===== config.mk =====
export PLATFORM = sky130hd
export DESIGN_NAME = feedback_builder
export DESIGN_NICKNAME = d
export VERILOG_FILES = /design/src/logic/wsn_pkg.sv /design/src/logic/feedback_builder.sv
export SDC_FILE = /design/constraint.sdc
export NUM_CORES = 1
export LEC_CHECK = 0
export BUFFER_PORTS_ARGS = -buffer_cell sky130_fd_sc_hd__buf_2
export CAP_MARGIN = 20
export CORE_MARGIN = 5
export CORE_UTILIZATION = 30
export DETAILED_ROUTE_END_ITERATION = 10
export GPL_TIMING_DRIVEN = 0
export SYNTH_ARGS = -nofsm -noshare
export SYNTH_HDL_FRONTEND = slang
export SYNTH_SLANG_ARGS = --single-unit

===== constraint.sdc =====
create_clock -name done_prev -period 3.6 [get_ports done_prev]
set_input_delay 0.72 -clock done_prev [delete_from_list [all_inputs] [get_ports done_prev]]
set_output_delay 0.72 -clock done_prev [all_outputs]
set_load 0.02 [all_outputs]

===== src/logic/wsn_pkg.sv =====
package wsn_pkg;

    // basic field widths
    localparam int WORD_WIDTH = 16;
    localparam int ADDR_WIDTH = 10;
    localparam int NBR_IDX_WIDTH = 6;
    localparam int NBR_CNT_WIDTH = 7;

    // five 16-bit fields per feedback packet
    localparam int FEEDBACK_FIELDS = 5;
    localparam int FEEDBACK_WIDTH = FEEDBACK_FIELDS * WORD_WIDTH;

    // data word: ids, battery level, q-values
    typedef logic [WORD_WIDTH-1:0] word_t;

    // word address into node memory
    typedef logic [ADDR_WIDTH-1:0] addr_t;

    // neighbor index, 0..63
    typedef logic [NBR_IDX_WIDTH-1:0] nbr_idx_t;

    // neighbor count, 0..64
    typedef logic [NBR_CNT_WIDTH-1:0] nbr_cnt_t;

    // {source id, battery, value, cluster id, destination id}
    typedef logic [FEEDBACK_WIDTH-1:0] feedback_t;

    // node memory size in words
    localparam int MEM_DEPTH = 1 << ADDR_WIDTH;

    // memory map, word addresses
    // neighbor id table, indexed by action
    localparam addr_t DEST_BASE = 10'h048;
    // battery table, indexed by node id
    localparam addr_t BATTERY_BASE = 10'h148;
    // q-value table, indexed by neighbor index
    localparam addr_t QVALUE_BASE = 10'h1C8;

    // upper bound on neighbors per scan
    localparam nbr_cnt_t MAX_NEIGHBORS = 7'd64;

    // hop_valid to done, in cycles
    localparam int BUILD_CYCLES = 5;

    // hop selector states
    typedef enum logic [1:0] {
        SEL_IDLE,
        SEL_SCAN,
        SEL_LAST
    } sel_state_t;

    // feedback builder states
    typedef enum logic [2:0] {
        FB_IDLE,
        FB_BATT,
        FB_QVAL,
        FB_DEST,
        FB_PACK
    } fb_state_t;

endpackage

===== src/logic/feedback_builder.sv =====
`timescale 1ns/100ps

module feedback_builder (
    input  logic               done_prev,
    input  logic               rst_n,
    input  wsn_pkg::word_t     node_id,
    input  wsn_pkg::word_t     cluster_id,
    input  logic               hop_valid,
    input  wsn_pkg::word_t     best_q,
    input  wsn_pkg::nbr_idx_t  action,
    output wsn_pkg::addr_t     rd_b_addr,
    input  wsn_pkg::word_t     rd_b_data,
    output wsn_pkg::feedback_t feedback,
    output logic               done,
    output logic               build_busy
);

    wsn_pkg::fb_state_t state;

    // fields captured along the way
    wsn_pkg::word_t battery_q;
    wsn_pkg::word_t value_q;
    wsn_pkg::word_t dest_q;

    wsn_pkg::addr_t batt_addr;
    wsn_pkg::addr_t dest_addr;

    // node ids stay below 128, so the cast keeps the whole id
    assign batt_addr = wsn_pkg::BATTERY_BASE + wsn_pkg::addr_t'(node_id);

    // destination comes from the neighbor id the action selects
    assign dest_addr = wsn_pkg::DEST_BASE + wsn_pkg::addr_t'(action);

    // high from the first read until the packet is out
    assign build_busy = (state != wsn_pkg::FB_IDLE);

    // sequence per packet
    //   idle: battery address out
    //   batt: destination address out, battery read in flight
    //   qval: battery word lands, value taken from the selector
    //   dest: destination word lands
    //   pack: packet register and done
    always_ff @(posedge done_prev or negedge rst_n) begin
        if (!rst_n) begin
            state     <= wsn_pkg::FB_IDLE;
            rd_b_addr <= '0;
            feedback  <= '0;
            done      <= 1'b0;
        end else begin
            done <= 1'b0;

            case (state)
                wsn_pkg::FB_IDLE: begin
                    if (hop_valid) begin
                        rd_b_addr <= batt_addr;
                        state     <= wsn_pkg::FB_BATT;
                    end
                end
                wsn_pkg::FB_BATT: begin
                    rd_b_addr <= dest_addr;
                    state     <= wsn_pkg::FB_QVAL;
                end
                wsn_pkg::FB_QVAL: begin
                    // no port b read for the value
                    // the selector already holds the best q-value
                    state <= wsn_pkg::FB_DEST;
                end
                wsn_pkg::FB_DEST: begin
                    state <= wsn_pkg::FB_PACK;
                end
                wsn_pkg::FB_PACK: begin
                    // most significant field first
                    feedback <= {node_id, battery_q, value_q, cluster_id, dest_q};
                    done     <= 1'b1;
                    state    <= wsn_pkg::FB_IDLE;
                end
                default: begin
                    state <= wsn_pkg::FB_IDLE;
                end
            endcase
        end
    end

    // field capture, payload only
    always_ff @(posedge done_prev) begin
        if (state == wsn_pkg::FB_QVAL) begin
            battery_q <= rd_b_data;
            value_q   <= best_q;
        end
        if (state == wsn_pkg::FB_DEST) begin
            dest_q <= rd_b_data;
        end
    end

endmodule


* Yosys cells after proc, flatten, opt, wreduce, memory -nomap -nowiden *
Cells that the tools add are included.

storage, ports and cells
  input bits = 73
  output and inout bits = 92
  bits in registers = 142
  logic and storage cells = 23

cells by class
  reduce and logical (&&, ||, !) cells = 4
  $add $sub $neg = 2
  muxes and demuxes = 5
  equal/unequal tests = 5

operator list
  kind                                                 number
  one-hot mux 10 bit (2 select lines)                  1
  one-hot mux 3 bit (4 select lines)                   1
  adder 9 x 10 -> 10 bit, first input constant         1
  2-to-1 mux 10 bit                                    1
  adder 7 x 6 -> 8 bit, first input constant           1
  equality test 3 x 2 -> 1 bit, second input constant  2
  equality test 3 x 1 -> 1 bit, second input constant  1
  equality test 3 bit, second input constant           1
  zero test 3 bit                                      1
  2-to-1 mux 3 bit                                     1
  nonzero test 3 bit                                   1
  inequality test 2 bit, second input constant         1
  AND reduction 2 bit                                  1
  nonzero test 2 bit                                   1
  2-to-1 mux 1 bit                                     1

* Longest topological paths before layout *
  depth after elaboration = 3
  mapped depth = 6

* Least setup slack after synthesis *
Ideal clock, no wire load.

  path kind = reg2reg
  start = register state[2]
  end = register battery_q[0], enable pin
  slack = 209 ps
  stages on the path, launching flop included = 2
  data arrival time = 2921 ps
  data required time = 3131 ps
  clock period less this slack = 3391 ps
  setup time = 469 ps
  path through = dfrtp_1 > nor3b_1

on the way
  word-level cells in the longest chain between the ends = 1

ends and longest elaborated chain
  item                          RTL line                RTL
  start, declared               feedback_builder.sv:18  wsn_pkg::fb_state_t state;
  start signal, assigned        feedback_builder.sv:45  state <= wsn_pkg::FB_IDLE;
  start signal, assigned        feedback_builder.sv:56  state <= wsn_pkg::FB_BATT;
  start signal, assigned        feedback_builder.sv:61  state <= wsn_pkg::FB_QVAL;
  equality test 3 x 2 -> 1 bit  feedback_builder.sv:86  if (state == wsn_pkg::FB_QVAL) begin
  end signal, assigned          feedback_builder.sv:87  battery_q <= rd_b_data;
  end, declared                 feedback_builder.sv:21  wsn_pkg::word_t battery_q;

Every way passes these cells.
A chain may end at the register's enable or synchronous reset.

* Worst setup path after layout *
  start = register state[2]
  end = output build_busy

on the way
  word-level cells in the longest chain between the ends = 1

ends and longest elaborated chain
  item                RTL line                RTL
  nonzero test 3 bit  feedback_builder.sv:35  assign build_busy = (state != wsn_pkg::FB_IDLE);
  end, declared       feedback_builder.sv:15  output logic build_busy

Every way passes these cells.

==> reports/qor.csv <==
metric;value;unit
regArea;0.00379;sq mm
reg2reg_setup_slack;1.67;ns
power.total;0.00724;W
grt_pass1_vias;3411;
period_minus_slack;2.27;ns
leakage;3.37;nW
clockPowerShare;0.229;
cap_violations;0;
finalSetupViolations;0;
final_cell_mix;buf_2, dfrtp_1, mux2_4, edfxtp_1, clkbuf_16;
drcViolationCount;0;
cts_sinks;142;
ioPinCount;165;
status;complete, no violations;
hold_buffers;0;
p_int;0.00479;W
cts_tree;done;
n_fill_cell;1667;
crit_required;2.88;ns
synthesis.area;0.00557;sq mm
crit_arrival;1.55;ns
cp-end-kind;primary output;
tns;0;ns
insertion_delay;0.41;ns
cts-buffers-inserted;17;
place_area;0.00676;sq mm
start_kind;register;
die_w;146;um
synth-edff-count;48;
wl_per_cell;17.0;um
drt_wl_total;12.1;mm
h-tree-depth;4;
syn_to_final_growth;31.3;%
timing.slew.headroom;0.410;
powerDensity;989;mW/mm^2
port_buffers;164;
synth_top_flop_cell;dfrtp_1;
cts_resized;0;
seq_power_share;0.381;
design_area;0.00732;sq mm
rows;49;
finalHoldViolCount;0;
min_path_type;in -> async;
rsz0062_at_grt;false;
fp.dieArea;0.0214;sq mm
post_cts_buffers;0;
crit_type;reg -> out;
fin_skew;0.00745;ns
pwr-share-comb;0.390;
period_share;0.632;
grt-ovfl-total;0;
start_util;0.307;
grt_max_degree;52;
synth-async-reset-ratio;0.662;
drt_pass1_iterations;4;
max_freq;440;MHz
synthDistinctLibCells;31;
yosysWarnings;0;
via_count;3079;
dpl.hpwl;8.73;mm
ctsRootBufferMaster;clkbuf_16;
core_area;0.0181;sq mm
place_inst;682;
yosysSeqAreaShare;0.681;
synth_nets;361;
routed_via_density;4.31;
chipHeight;146;um
final_common_cell;buf_2;
p_sw;0.00246;W
switching_share;0.339;
ant_nets;0;
vdd_ir_drop_max;0.000378;V
grt_usage;0.114;
antenna_found_initial;1;
multi_input_area;0.00157;sq mm
place_congestion;0.790;
nets;548;
tightest_slew;0.881;ns
drtIter0Drc;132;
grt_first_pass_wirelength;19.0;mm
netlist_instances;285;
slew_violations;0;
ys_ff_latch;142;
clock_path_buffers;2;
critPathMaxFanout;8;
drive_above_1_share;0.614;
num_antenna_cells;0;
path_clk_slew;0.06;ns
syn_area_per_cell;19.6;sq um
instances_no_fill;714;
==> stage by stage <==
stage | utilization | hold WS (ns) | setup slack, ns
floorplan | - | 0.424 | 0.209
global placement | 0.368 | 0.459 | -1.59
detailed placement | 0.372 | 0.465 | 1.56
CTS | 0.403 | 0.314 | 1.29
global route | 0.403 | 0.336 | 1.27
finish | 0.403 | 0.312 | 1.33
==> synthesized netlist by cell type (2+ instances only) <==
cell type	count	area, sq um
and3b_2	2	20.0
nor3b_2	2	25.0
o21ai_0	5	25.0
nand2_1	10	37.5
xnor2_1	4	35.0
dfrtp_1	94	2350
xor2_1	2	17.5
edfxtp_1	48	1440
a22o_1	2	17.5
buf_6	4	45.0
ha_1	3	37.5
nor2b_1	2	12.5
mux2_4	79	1190
a22oi_1	3	22.5
mux2i_1	2	20.0
buf_12	8	160
==> sequential cells by signal, summed over array words and instances (netlist names) <==
signal     flops
feedback      80
value_q       16
done           1
rd_b_addr     10
battery_q     16
state          3
dest_q        16
==> routing by layer <==
| layer | share of wire | track usage | wire (um) | vias up |
|---|---|---|---|---|
| met5 | 0.00091 | 0 | 11 | - |
| met4 | 0.014 | 0.0419 | 170 | 2 |
| met3 | 0.068 | 0.0452 | 826 | 15 |
| met2 | 0.50 | 0.188 | 6060 | 107 |
| met1 | 0.42 | 0.136 | 5040 | 1541 |
| li1 | - | - | - | 1414 |
==> path summary, 6_finish.rpt <==
kind,start,end,depth (start not counted)
max,state[2],build_busy,2
min,rst_n,feedback[66],1
max reg2reg,state[2],battery_q[3],3
min reg2reg,battery_q[14],feedback[62],1
max in group asynchronous,rst_n,feedback[37],2
min in group done_prev,battery_q[14],feedback[62],1
==> area by class of cell <==
| type | instances | area share |
|---|---|---|
| Tap cell | 229 | 0.0391 |
| Sequential cell | 142 | 0.518 |
| Clock inverter | 10 | 0.0120 |
| Timing Repair Buffer | 168 | 0.122 |
| Multi-Input combinational cell | 129 | 0.215 |
| Inverter | 1 | 0.000513 |
| Clock buffer | 22 | 0.0649 |
| Buffer | 13 | 0.0285 |
==> kinds of logic (layout without fill, tap and decap cells) <==
logic type | count (synthesis) | count (layout) | share of synthesized area
flops | 142 | 142 | 0.681
mux | 82 | 82 | 0.218
simple gates | 23 | 23 | 0.0281
compound gates | 15 | 15 | 0.0186
buf+inv | 14 | 214 | 0.0382
xor+xnor | 6 | 6 | 0.00943
fa+ha+maj | 3 | 3 | 0.00673
==> worst max-delay path, cell delays in order, from the launching register on <==
cell and delay, ns:
dfrtp_1 0.48, or3_2 0.50, buf_2 0.18
==> power groups by stage <==
| stage | logic, W | clock network (W) | registers [W] |
|---|---|---|---|
| after floorplan | 0.00130 | 0 | 0.00337 |
| after global placement | 0.00276 | 0 | 0.00277 |
| after detailed placement | 0.00288 | 0 | 0.00279 |
| after CTS | 0.00288 | 0.00172 | 0.00278 |
| after global routing | 0.00300 | 0.00178 | 0.00284 |
| final | 0.00282 | 0.00166 | 0.00276 |
No activity file was read; power rests on OpenSTA's default activity.
