### config.mk
export PLATFORM = sky130hd
export DESIGN_NAME = hop_selector
export DESIGN_NICKNAME = d
export VERILOG_FILES = /design/src/logic/wsn_pkg.sv /design/src/logic/hop_selector.sv
export SDC_FILE = /design/constraint.sdc
export NUM_CORES = 1
export LEC_CHECK = 0
export ABC_AREA = 1
export BUFFER_PORTS_ARGS = -buffer_cell sky130_fd_sc_hd__buf_2
export CAP_MARGIN = 25
export CORE_UTILIZATION = 50
export DETAILED_ROUTE_END_ITERATION = 10
export PLACE_DENSITY = 0.86
export REMOVE_ABC_BUFFERS = 1
export SYNTH_ARGS = -nofsm -noshare
export SYNTH_HDL_FRONTEND = slang
export SYNTH_SLANG_ARGS = --single-unit
### constraint.sdc
create_clock -name done_prev -period 3 [get_ports done_prev]
set_input_delay 0 -clock done_prev [delete_from_list [all_inputs] [get_ports done_prev]]
set_output_delay 0 -clock done_prev [all_outputs]
set_load 0.01 [all_outputs]
### src/logic/wsn_pkg.sv
package wsn_pkg;

    // basic field widths
    localparam int WORD_WIDTH = 16;
    localparam int ADDR_WIDTH = 10;
    localparam int NBR_IDX_WIDTH = 6;
    localparam int NBR_CNT_WIDTH = 7;

    // five 16-bit fields per feedback packet
    localparam int FEEDBACK_FIELDS = 5;
    localparam int FEEDBACK_WIDTH = FEEDBACK_FIELDS * WORD_WIDTH;

    // data word: ids, battery level, q-values
    typedef logic [WORD_WIDTH-1:0] word_t;

    // word address into node memory
    typedef logic [ADDR_WIDTH-1:0] addr_t;

    // neighbor index, 0..63
    typedef logic [NBR_IDX_WIDTH-1:0] nbr_idx_t;

    // neighbor count, 0..64
    typedef logic [NBR_CNT_WIDTH-1:0] nbr_cnt_t;

    // {source id, battery, value, cluster id, destination id}
    typedef logic [FEEDBACK_WIDTH-1:0] feedback_t;

    // node memory size in words
    localparam int MEM_DEPTH = 1 << ADDR_WIDTH;

    // memory map, word addresses
    // neighbor id table, indexed by action
    localparam addr_t DEST_BASE = 10'h048;
    // battery table, indexed by node id
    localparam addr_t BATTERY_BASE = 10'h148;
    // q-value table, indexed by neighbor index
    localparam addr_t QVALUE_BASE = 10'h1C8;

    // upper bound on neighbors per scan
    localparam nbr_cnt_t MAX_NEIGHBORS = 7'd64;

    // hop_valid to done, in cycles
    localparam int BUILD_CYCLES = 5;

    // hop selector states
    typedef enum logic [1:0] {
        SEL_IDLE,
        SEL_SCAN,
        SEL_LAST
    } sel_state_t;

    // feedback builder states
    typedef enum logic [2:0] {
        FB_IDLE,
        FB_BATT,
        FB_QVAL,
        FB_DEST,
        FB_PACK
    } fb_state_t;

endpackage
### src/logic/hop_selector.sv
`timescale 1ns/100ps

module hop_selector (
    input  logic              done_prev,
    input  logic              rst_n,
    input  logic              start,
    input  wsn_pkg::nbr_idx_t action,
    input  wsn_pkg::nbr_cnt_t neighbor_count,
    input  logic              build_busy,
    output wsn_pkg::addr_t    rd_a_addr,
    input  wsn_pkg::word_t    rd_a_data,
    output logic              hop_valid,
    output wsn_pkg::nbr_idx_t best_hop,
    output wsn_pkg::word_t    best_q,
    output wsn_pkg::nbr_idx_t action_q,
    output logic              busy
);

    wsn_pkg::sel_state_t state;

    // latched neighbor count for this scan
    wsn_pkg::nbr_cnt_t cnt_q;
    wsn_pkg::nbr_cnt_t last_idx;
    wsn_pkg::nbr_cnt_t cnt_clamped;

    // next index to put on port a
    wsn_pkg::nbr_cnt_t issue_idx;
    // index of the q-value now on rd_a_data
    wsn_pkg::nbr_cnt_t cmp_idx;

    // two-stage valid, follows the memory read latency
    logic issue_vld;
    logic data_vld;

    logic accept;
    logic take;

    // only start in idle, with builder free and a real count
    assign accept = start && (state == wsn_pkg::SEL_IDLE) && !hop_valid &&
                    !build_busy && (neighbor_count != '0);

    // counts above the table size are cut to MAX_NEIGHBORS
    assign cnt_clamped = (neighbor_count > wsn_pkg::MAX_NEIGHBORS) ?
                         wsn_pkg::MAX_NEIGHBORS : neighbor_count;

    assign last_idx = cnt_q - 7'd1;

    // first value seeds the max, later ones must be strictly larger
    // so ties stay on the lowest index
    assign take = data_vld && ((cmp_idx == '0) || (rd_a_data > best_q));

    // busy covers the hand-off cycle and the whole build
    assign busy = (state != wsn_pkg::SEL_IDLE) || hop_valid || build_busy;

    always_ff @(posedge done_prev or negedge rst_n) begin
        if (!rst_n) begin
            state     <= wsn_pkg::SEL_IDLE;
            cnt_q     <= '0;
            issue_idx <= '0;
            cmp_idx   <= '0;
            issue_vld <= 1'b0;
            data_vld  <= 1'b0;
            hop_valid <= 1'b0;
            best_hop  <= '0;
            rd_a_addr <= '0;
        end else begin
            hop_valid <= 1'b0;
            issue_vld <= 1'b0;
            data_vld  <= issue_vld;

            case (state)
                wsn_pkg::SEL_IDLE: begin
                    if (accept) begin
                        cnt_q     <= cnt_clamped;
                        issue_idx <= '0;
                        cmp_idx   <= '0;
                        state     <= wsn_pkg::SEL_SCAN;
                    end
                end
                wsn_pkg::SEL_SCAN: begin
                    // one q-value address per cycle
                    rd_a_addr <= wsn_pkg::QVALUE_BASE + wsn_pkg::addr_t'(issue_idx);
                    issue_vld <= 1'b1;
                    issue_idx <= issue_idx + 7'd1;
                    if (issue_idx == last_idx) begin
                        state <= wsn_pkg::SEL_LAST;
                    end
                end
                wsn_pkg::SEL_LAST: begin
                    // wait for the tail of the read pipeline
                end
                default: begin
                    state <= wsn_pkg::SEL_IDLE;
                end
            endcase

            // compare stage, two cycles behind the address
            if (data_vld) begin
                cmp_idx <= cmp_idx + 7'd1;
                if (take) begin
                    best_hop <= cmp_idx[wsn_pkg::NBR_IDX_WIDTH-1:0];
                end
                if (cmp_idx == last_idx) begin
                    hop_valid <= 1'b1;
                    state     <= wsn_pkg::SEL_IDLE;
                end
            end
        end
    end

    // payload, held until the next accepted start
    always_ff @(posedge done_prev) begin
        if (accept) begin
            action_q <= action;
        end
        if (take) begin
            best_q <= rd_a_data;
        end
    end

endmodule

Word level (Yosys, flattened, before mapping) --
Index checks and enable logic that the tools add are counted.
Operators by class: magnitude comparators 2, reductions and logical operators 21, equal/unequal tests 5, mux-type cells 13, $add $sub $neg 4
Operators with widths (count):
- $mux W7 | 4
- $gt A16 B16 Y1 | 1
- $add A7 B1 Y7 const B | 2
- $eq A7 B7 Y1 | 2
- $pmux W7 S2 | 1
- $add A9 B7 Y10 const A | 1
- $mux W2 | 4
- $reduce_and A2 Y1 | 4
- $reduce_bool A2 Y1 | 4
- $gt A7 B7 Y1 const B | 1
- $logic_not A7 Y1 | 1
- $reduce_bool A7 Y1 | 1
- $sub A7 B1 Y7 const B | 1
- $pmux W2 S3 | 1
- $logic_and A1 B1 Y1 | 5
- $logic_or A1 B1 Y1 | 3
- $mux W1 | 3
- $eq A2 B1 Y1 const B | 1
- $eq A2 B2 Y1 const B | 1
- $logic_not A1 Y1 | 2
- $logic_not A2 Y1 | 1
- $ne A2 B2 Y1 const B | 1
Word-level totals: register bits 64, word-level logic and storage cells 56, output and inout bits 40

Logic depth before layout (Yosys ltp) --
depth in word-level cells 9, gate-level depth with buffers 16, gate-level depth less buffers 16

Least setup slack after synthesis --
No wires, ideal clock.
kind reg-to-reg, start register best_q[15], end register best_q[0] (enable), period minus slack after synthesis 2.081 ns, cell stages (with the launch flop) 11, setup time 0.364 ns, path slack 0.919 ns, buffers on the path 0, data arrival time 1.717 ns, cells stage by stage edfxtp_1 -> inv_1 -> ha_1 -> nand2_1 -> nor3_1 -> nand2_1 -> nand2_1 -> nand2_1 -> nand2_2 -> nand2_2 -> inv_1
Between the ends: word-level cells in the longest chain between the ends 3
RTL lines:
- start: declaration | line hop_selector.sv:14 | output wsn_pkg::word_t best_q,
- start signal: assignment | line hop_selector.sv:117 | best_q <= rd_a_data;
- $gt A16 B16 Y1 | line hop_selector.sv:50 | assign take = data_vld && ((cmp_idx == '0) || (rd_a_data > best_q));
- $logic_or A1 B1 Y1 | line hop_selector.sv:50
- $logic_and A1 B1 Y1 | line hop_selector.sv:50
- via take | line hop_selector.sv:36 | logic take;
The timed path passes the listed nets, and every way through them passes these cells. A chain may end at the register's enable or synchronous reset.

Worst setup path after layout --
start register best_q[15], end register best_q[15] (enable)
Same word-level chain as after synthesis.

==> insert_results.sql <==
INSERT INTO impl_metrics (metric_group, metric, value, unit) VALUES
('clock_tree', 'ctsRootBufferMaster', 'sky130_fd_sc_hd__clkbuf_8', ''),
('synthesis', 'post_synth_inst_count', '371', ''),
('global_routing', 'grt-ovfl-total', '0', ''),
('power', 'max-vdd-ir-drop', '0.6691', 'mV'),
('finish', 'finalNetCount', '535', ''),
('sta', 'final-max-slew-violation-count', '0', ''),
('power', 'power.total', '0.004271', 'W'),
('synthesis', 'synth.yosys.warnings', '0', ''),
('finish', 'drive_above_1_share', '0.2222', ''),
('sta', 'fmax', '408.9', 'MHz'),
('sta', 'worst_pin_slew', '0.6740', 'ns'),
('worst_setup_path', 'critical_path.max_fanout', '16', ''),
('die', 'std_cell_rows', '29', ''),
('sta', 'timing.final.ws_setup', '0.5542', 'ns'),
('placed_design', 'place.detailed.hpwl', '5396', 'µm'),
('power', 'powerDensity', '998.7', 'nW/µm²'),
('clock_tree', 'clkSlewWorstSetupHoldPaths', '0.07', 'ns'),
('route', 'drtPass1Iterations', '4', ''),
('clock_tree', 'clk_path_buf_depth', '2', ''),
('run_status', 'status', 'finished clean', ''),
('clock_tree', 'cts_buffers', '9', ''),
('sta', 'slew_headroom', '0.5502', ''),
('route', 'drt_drc_violations_left', '0', ''),
('placed_design', 'place.gp.congestion', '0.8674', ''),
('sta', 'worst_clock_skew', '0.01125', 'ns'),
('worst_setup_path', 'worst_setup_path_start_kind', 'flip-flop', ''),
('route', 'finalWirelength', '8000', 'µm'),
('synthesis', 'yosys_register_bits', '64', ''),
('global_routing', 'global_route_wire_length_before_repair', '13670', 'µm'),
('clock_tree', 'tritoncts', 'yes', ''),
('worst_setup_path', 'crit_path_end_kind', 'flip-flop', ''),
('global_routing', 'grt_antenna_before_repair', '0', ''),
('synthesis', 'mean_area_per_synthesized_cell', '8.890', 'µm²'),
('synthesis', 'synth.cell_area', '3298', 'µm²'),
('synthesis', 'ys_seq_area_frac', '0.5190', ''),
('clock_tree', 'htree_num_levels', '3', ''),
('route', 'vias', '2977', ''),
('sta', 'min_period_over_period', '0.8153', ''),
('global_routing', 'globalRouteTotalUtil', '0.2513', ''),
('clock_tree', 'tritoncts_num_sinks', '64', ''),
('die', 'initial_core_util', '0.5194', ''),
('die', 'core', '6350', 'µm²'),
('die', 'die_y', '83.22', 'µm'),
('route', 'viasPerCell', '5.288', ''),
('sta', 'unrepaired_setup_endpoints_after_global_routing', 'no', ''),
('placed_design', 'buffers_on_ports', '72', ''),
('clock_tree', 'postCtsSetupRepairBufs', '0', ''),
('sta', 'totalNegativeSetupSlack', '0', 'ns'),
('clock_tree', 'clock_insertion_delay_worst_skew', '0.35', 'ns'),
('global_routing', 'first_global_vias', '3033', ''),
('die', 'die_width', '83.22', 'µm'),
('die', 'floorplan.io_pins', '73', ''),
('route', 'routed_wire_length_per_instance', '14.21', 'µm'),
('worst_setup_path', 'worst-endpoint-arrival', '2.43', 'ns'),
('sta', 'finalSetupViolCount', '0', ''),
('worst_setup_path', 'worstSetupPathType', 'flip-flop to flip-flop', ''),
('finish', 'num-fill-cells', '478', ''),
('finish', 'n_antenna_cell', '0', ''),
('sta', 'timing_hold_violations_final', '0', ''),
('sta', 'final_period_minus_worst_setup_slack', '2.446', 'ns'),
('die', 'fp.dieArea', '6925', 'µm²'),
('finish', 'postLayoutCoreUtil', '0.6735', ''),
('synthesis', 'synthDistinctLibCells', '31', ''),
('global_routing', 'pin_count_of_the_biggest_net_entering_global_routing', '43', ''),
('power', 'standby_leakage_power', '2.176', 'nW'),
('route', 'postRouteAntennaNets', '0', ''),
('worst_setup_path', 'critPathRequiredTime', '2.98', 'ns'),
('route', 'initialDrtViolationCount', '171', ''),
('finish', 'synthToLayoutAreaGrowth', '29.67', '%'),
('hold_path', 'worstHoldPathType', 'primary input to flip-flop', ''),
('placed_design', 'preCtsSetupSlack', '0.5726', 'ns'),
('flow_run', 'timing.max_cap.violations', '0', ''),
('worst_setup_path', 'r2r_setup_slack', '0.55', 'ns');
==> cell usage after synthesis (all sizes together) <==
library cell  count  area share
o21bai            1      0.0023
nand3            33       0.052
xnor3             1      0.0068
a21o              1      0.0023
nand2            95        0.11
inv              57       0.066
o22a              1      0.0027
o211ai            1      0.0023
dfrtp            42        0.32
xor2              4       0.011
nor2             31       0.040
o21ai            20       0.034
nor3              6      0.0091
o21a              1      0.0023
nand4             8       0.017
o22ai             4      0.0076
clkbuf            3      0.0038
buf               1      0.0023
a21oi            16       0.024
ha               21       0.080
o32ai             2      0.0053
edfxtp           22        0.20
==> sequential cells by signal (all words and copies together), names as in the netlist, 2 cells and up <==
name / cells
cnt_q: 7
issue_idx: 7
best_hop: 6
state: 2
action_q: 6
rd_a_addr: 10
best_q: 16
cmp_idx: 7
==> worst max-delay path, cell delays in order (launching register included) <==
cell                       delay [ns]
sky130_fd_sc_hd__edfxtp_1        0.35
sky130_fd_sc_hd__inv_1           0.05
sky130_fd_sc_hd__ha_1            0.29
sky130_fd_sc_hd__nand2_1         0.09
sky130_fd_sc_hd__nor3_1          0.32
sky130_fd_sc_hd__nand2_1         0.10
sky130_fd_sc_hd__nand2_1         0.06
sky130_fd_sc_hd__nand2_1         0.06
sky130_fd_sc_hd__nand2_2         0.12
sky130_fd_sc_hd__nand2_2         0.11
sky130_fd_sc_hd__inv_1           0.53
==> final timing paths <==
| path | from | to | cells past startpoint |
|---|---|---|---|
| min in group asynchronous | rst_n | cnt_q[5]$_DFFE_PN0P_ | 2 |
| setup reg to reg | best_q[15]$_DFFE_PP_ | best_q[15]$_DFFE_PP_ | 10 |
| hold / removal | neighbor_count[6] | cnt_q[3]$_DFFE_PN0P_ | 4 |
| hold reg to reg | issue_vld$_DFF_PN0_ | data_vld$_DFF_PN0_ | 0 |
| setup / recovery | best_q[15]$_DFFE_PP_ | best_q[15]$_DFFE_PP_ | 10 |
| max in group asynchronous | rst_n | cmp_idx[1]$_DFFE_PN0P_ | 3 |
==> power by group <==
part	internal, W	leakage, nW	switching (W)
Sequential	0.00126	0.729	0.000273
Clock	0.000513	0.114	0.000326
Combinational	0.000704	1.33	0.00119
Total	0.00248	2.18	0.00179
==> metal layers <==
layer | vias to the layer above | track usage | wire, µm
li1 | 1451 | - | -
met1 | 1398 | 0.2854 | 3117
met2 | 104 | 0.4419 | 4204
met3 | 24 | 0.04374 | 440
met4 | 0 | 0.1489 | 238
met5 | - | 0 | 0
==> through the flow <==
| step | hold WS (ns) | cells | cell area (µm²) |
|---|---|---|---|
| after floorplan | -0.2956 | 367 | 3278 |
| after global placement | 0.1728 | 517 | 3742 |
| after detailed placement | 0.1783 | 517 | 3742 |
| after CTS | 0.007652 | 562 | 4257 |
| after global routing | 0.02954 | 563 | 4277 |
| final | 0.03391 | 563 | 4277 |
==> cell type report <==
type,instances,area (µm²),area share
sequential,64,1712,0.4002
multi-input combinational,246,1350,0.3157
timing repair buffer,103,678.2,0.1586
inverter,57,216.5,0.05061
clock buffer,13,158.9,0.03716
tap,77,96.34,0.02253
clock inverter,3,65.06,0.01521
==> layout by cell type, fill, tap and decap left out, types with 2 or more instances in the layout <==
cell	n
sky130_fd_sc_hd__a21oi_1	16
sky130_fd_sc_hd__buf_2	72
sky130_fd_sc_hd__bufinv_16	2
sky130_fd_sc_hd__clkbuf_1	2
sky130_fd_sc_hd__clkbuf_8	11
sky130_fd_sc_hd__dfrtp_1	42
sky130_fd_sc_hd__dlygate4sd3_1	29
sky130_fd_sc_hd__edfxtp_1	22
sky130_fd_sc_hd__ha_1	21
sky130_fd_sc_hd__inv_1	51
sky130_fd_sc_hd__inv_2	5
sky130_fd_sc_hd__nand2_1	90
sky130_fd_sc_hd__nand2_2	5
sky130_fd_sc_hd__nand3_1	32
sky130_fd_sc_hd__nand4_1	7
sky130_fd_sc_hd__nor2_1	25
sky130_fd_sc_hd__nor2_2	6
sky130_fd_sc_hd__nor3_1	6
sky130_fd_sc_hd__o21ai_0	10
sky130_fd_sc_hd__o21ai_1	9
sky130_fd_sc_hd__o22ai_1	4
sky130_fd_sc_hd__o32ai_1	2
sky130_fd_sc_hd__xor2_1	4
==> cells by family after synthesis <==
family	after synthesis	share of synthesized area
AO/OA/AOI/OAI	47	0.08271
XOR/XNOR	5	0.01745
adder cells (fa/ha/maj)	21	0.07967
AND/OR/NAND/NOR	173	0.2295
buffers and inverters	61	0.07170
flip-flops	64	0.5190
==> repair_timing <==
item,in CTS,in global routing
hold buffers,29,0
endpoints found under the hold margin,70,0
resized for setup,0,0
(Power assumes the default switching activity.)
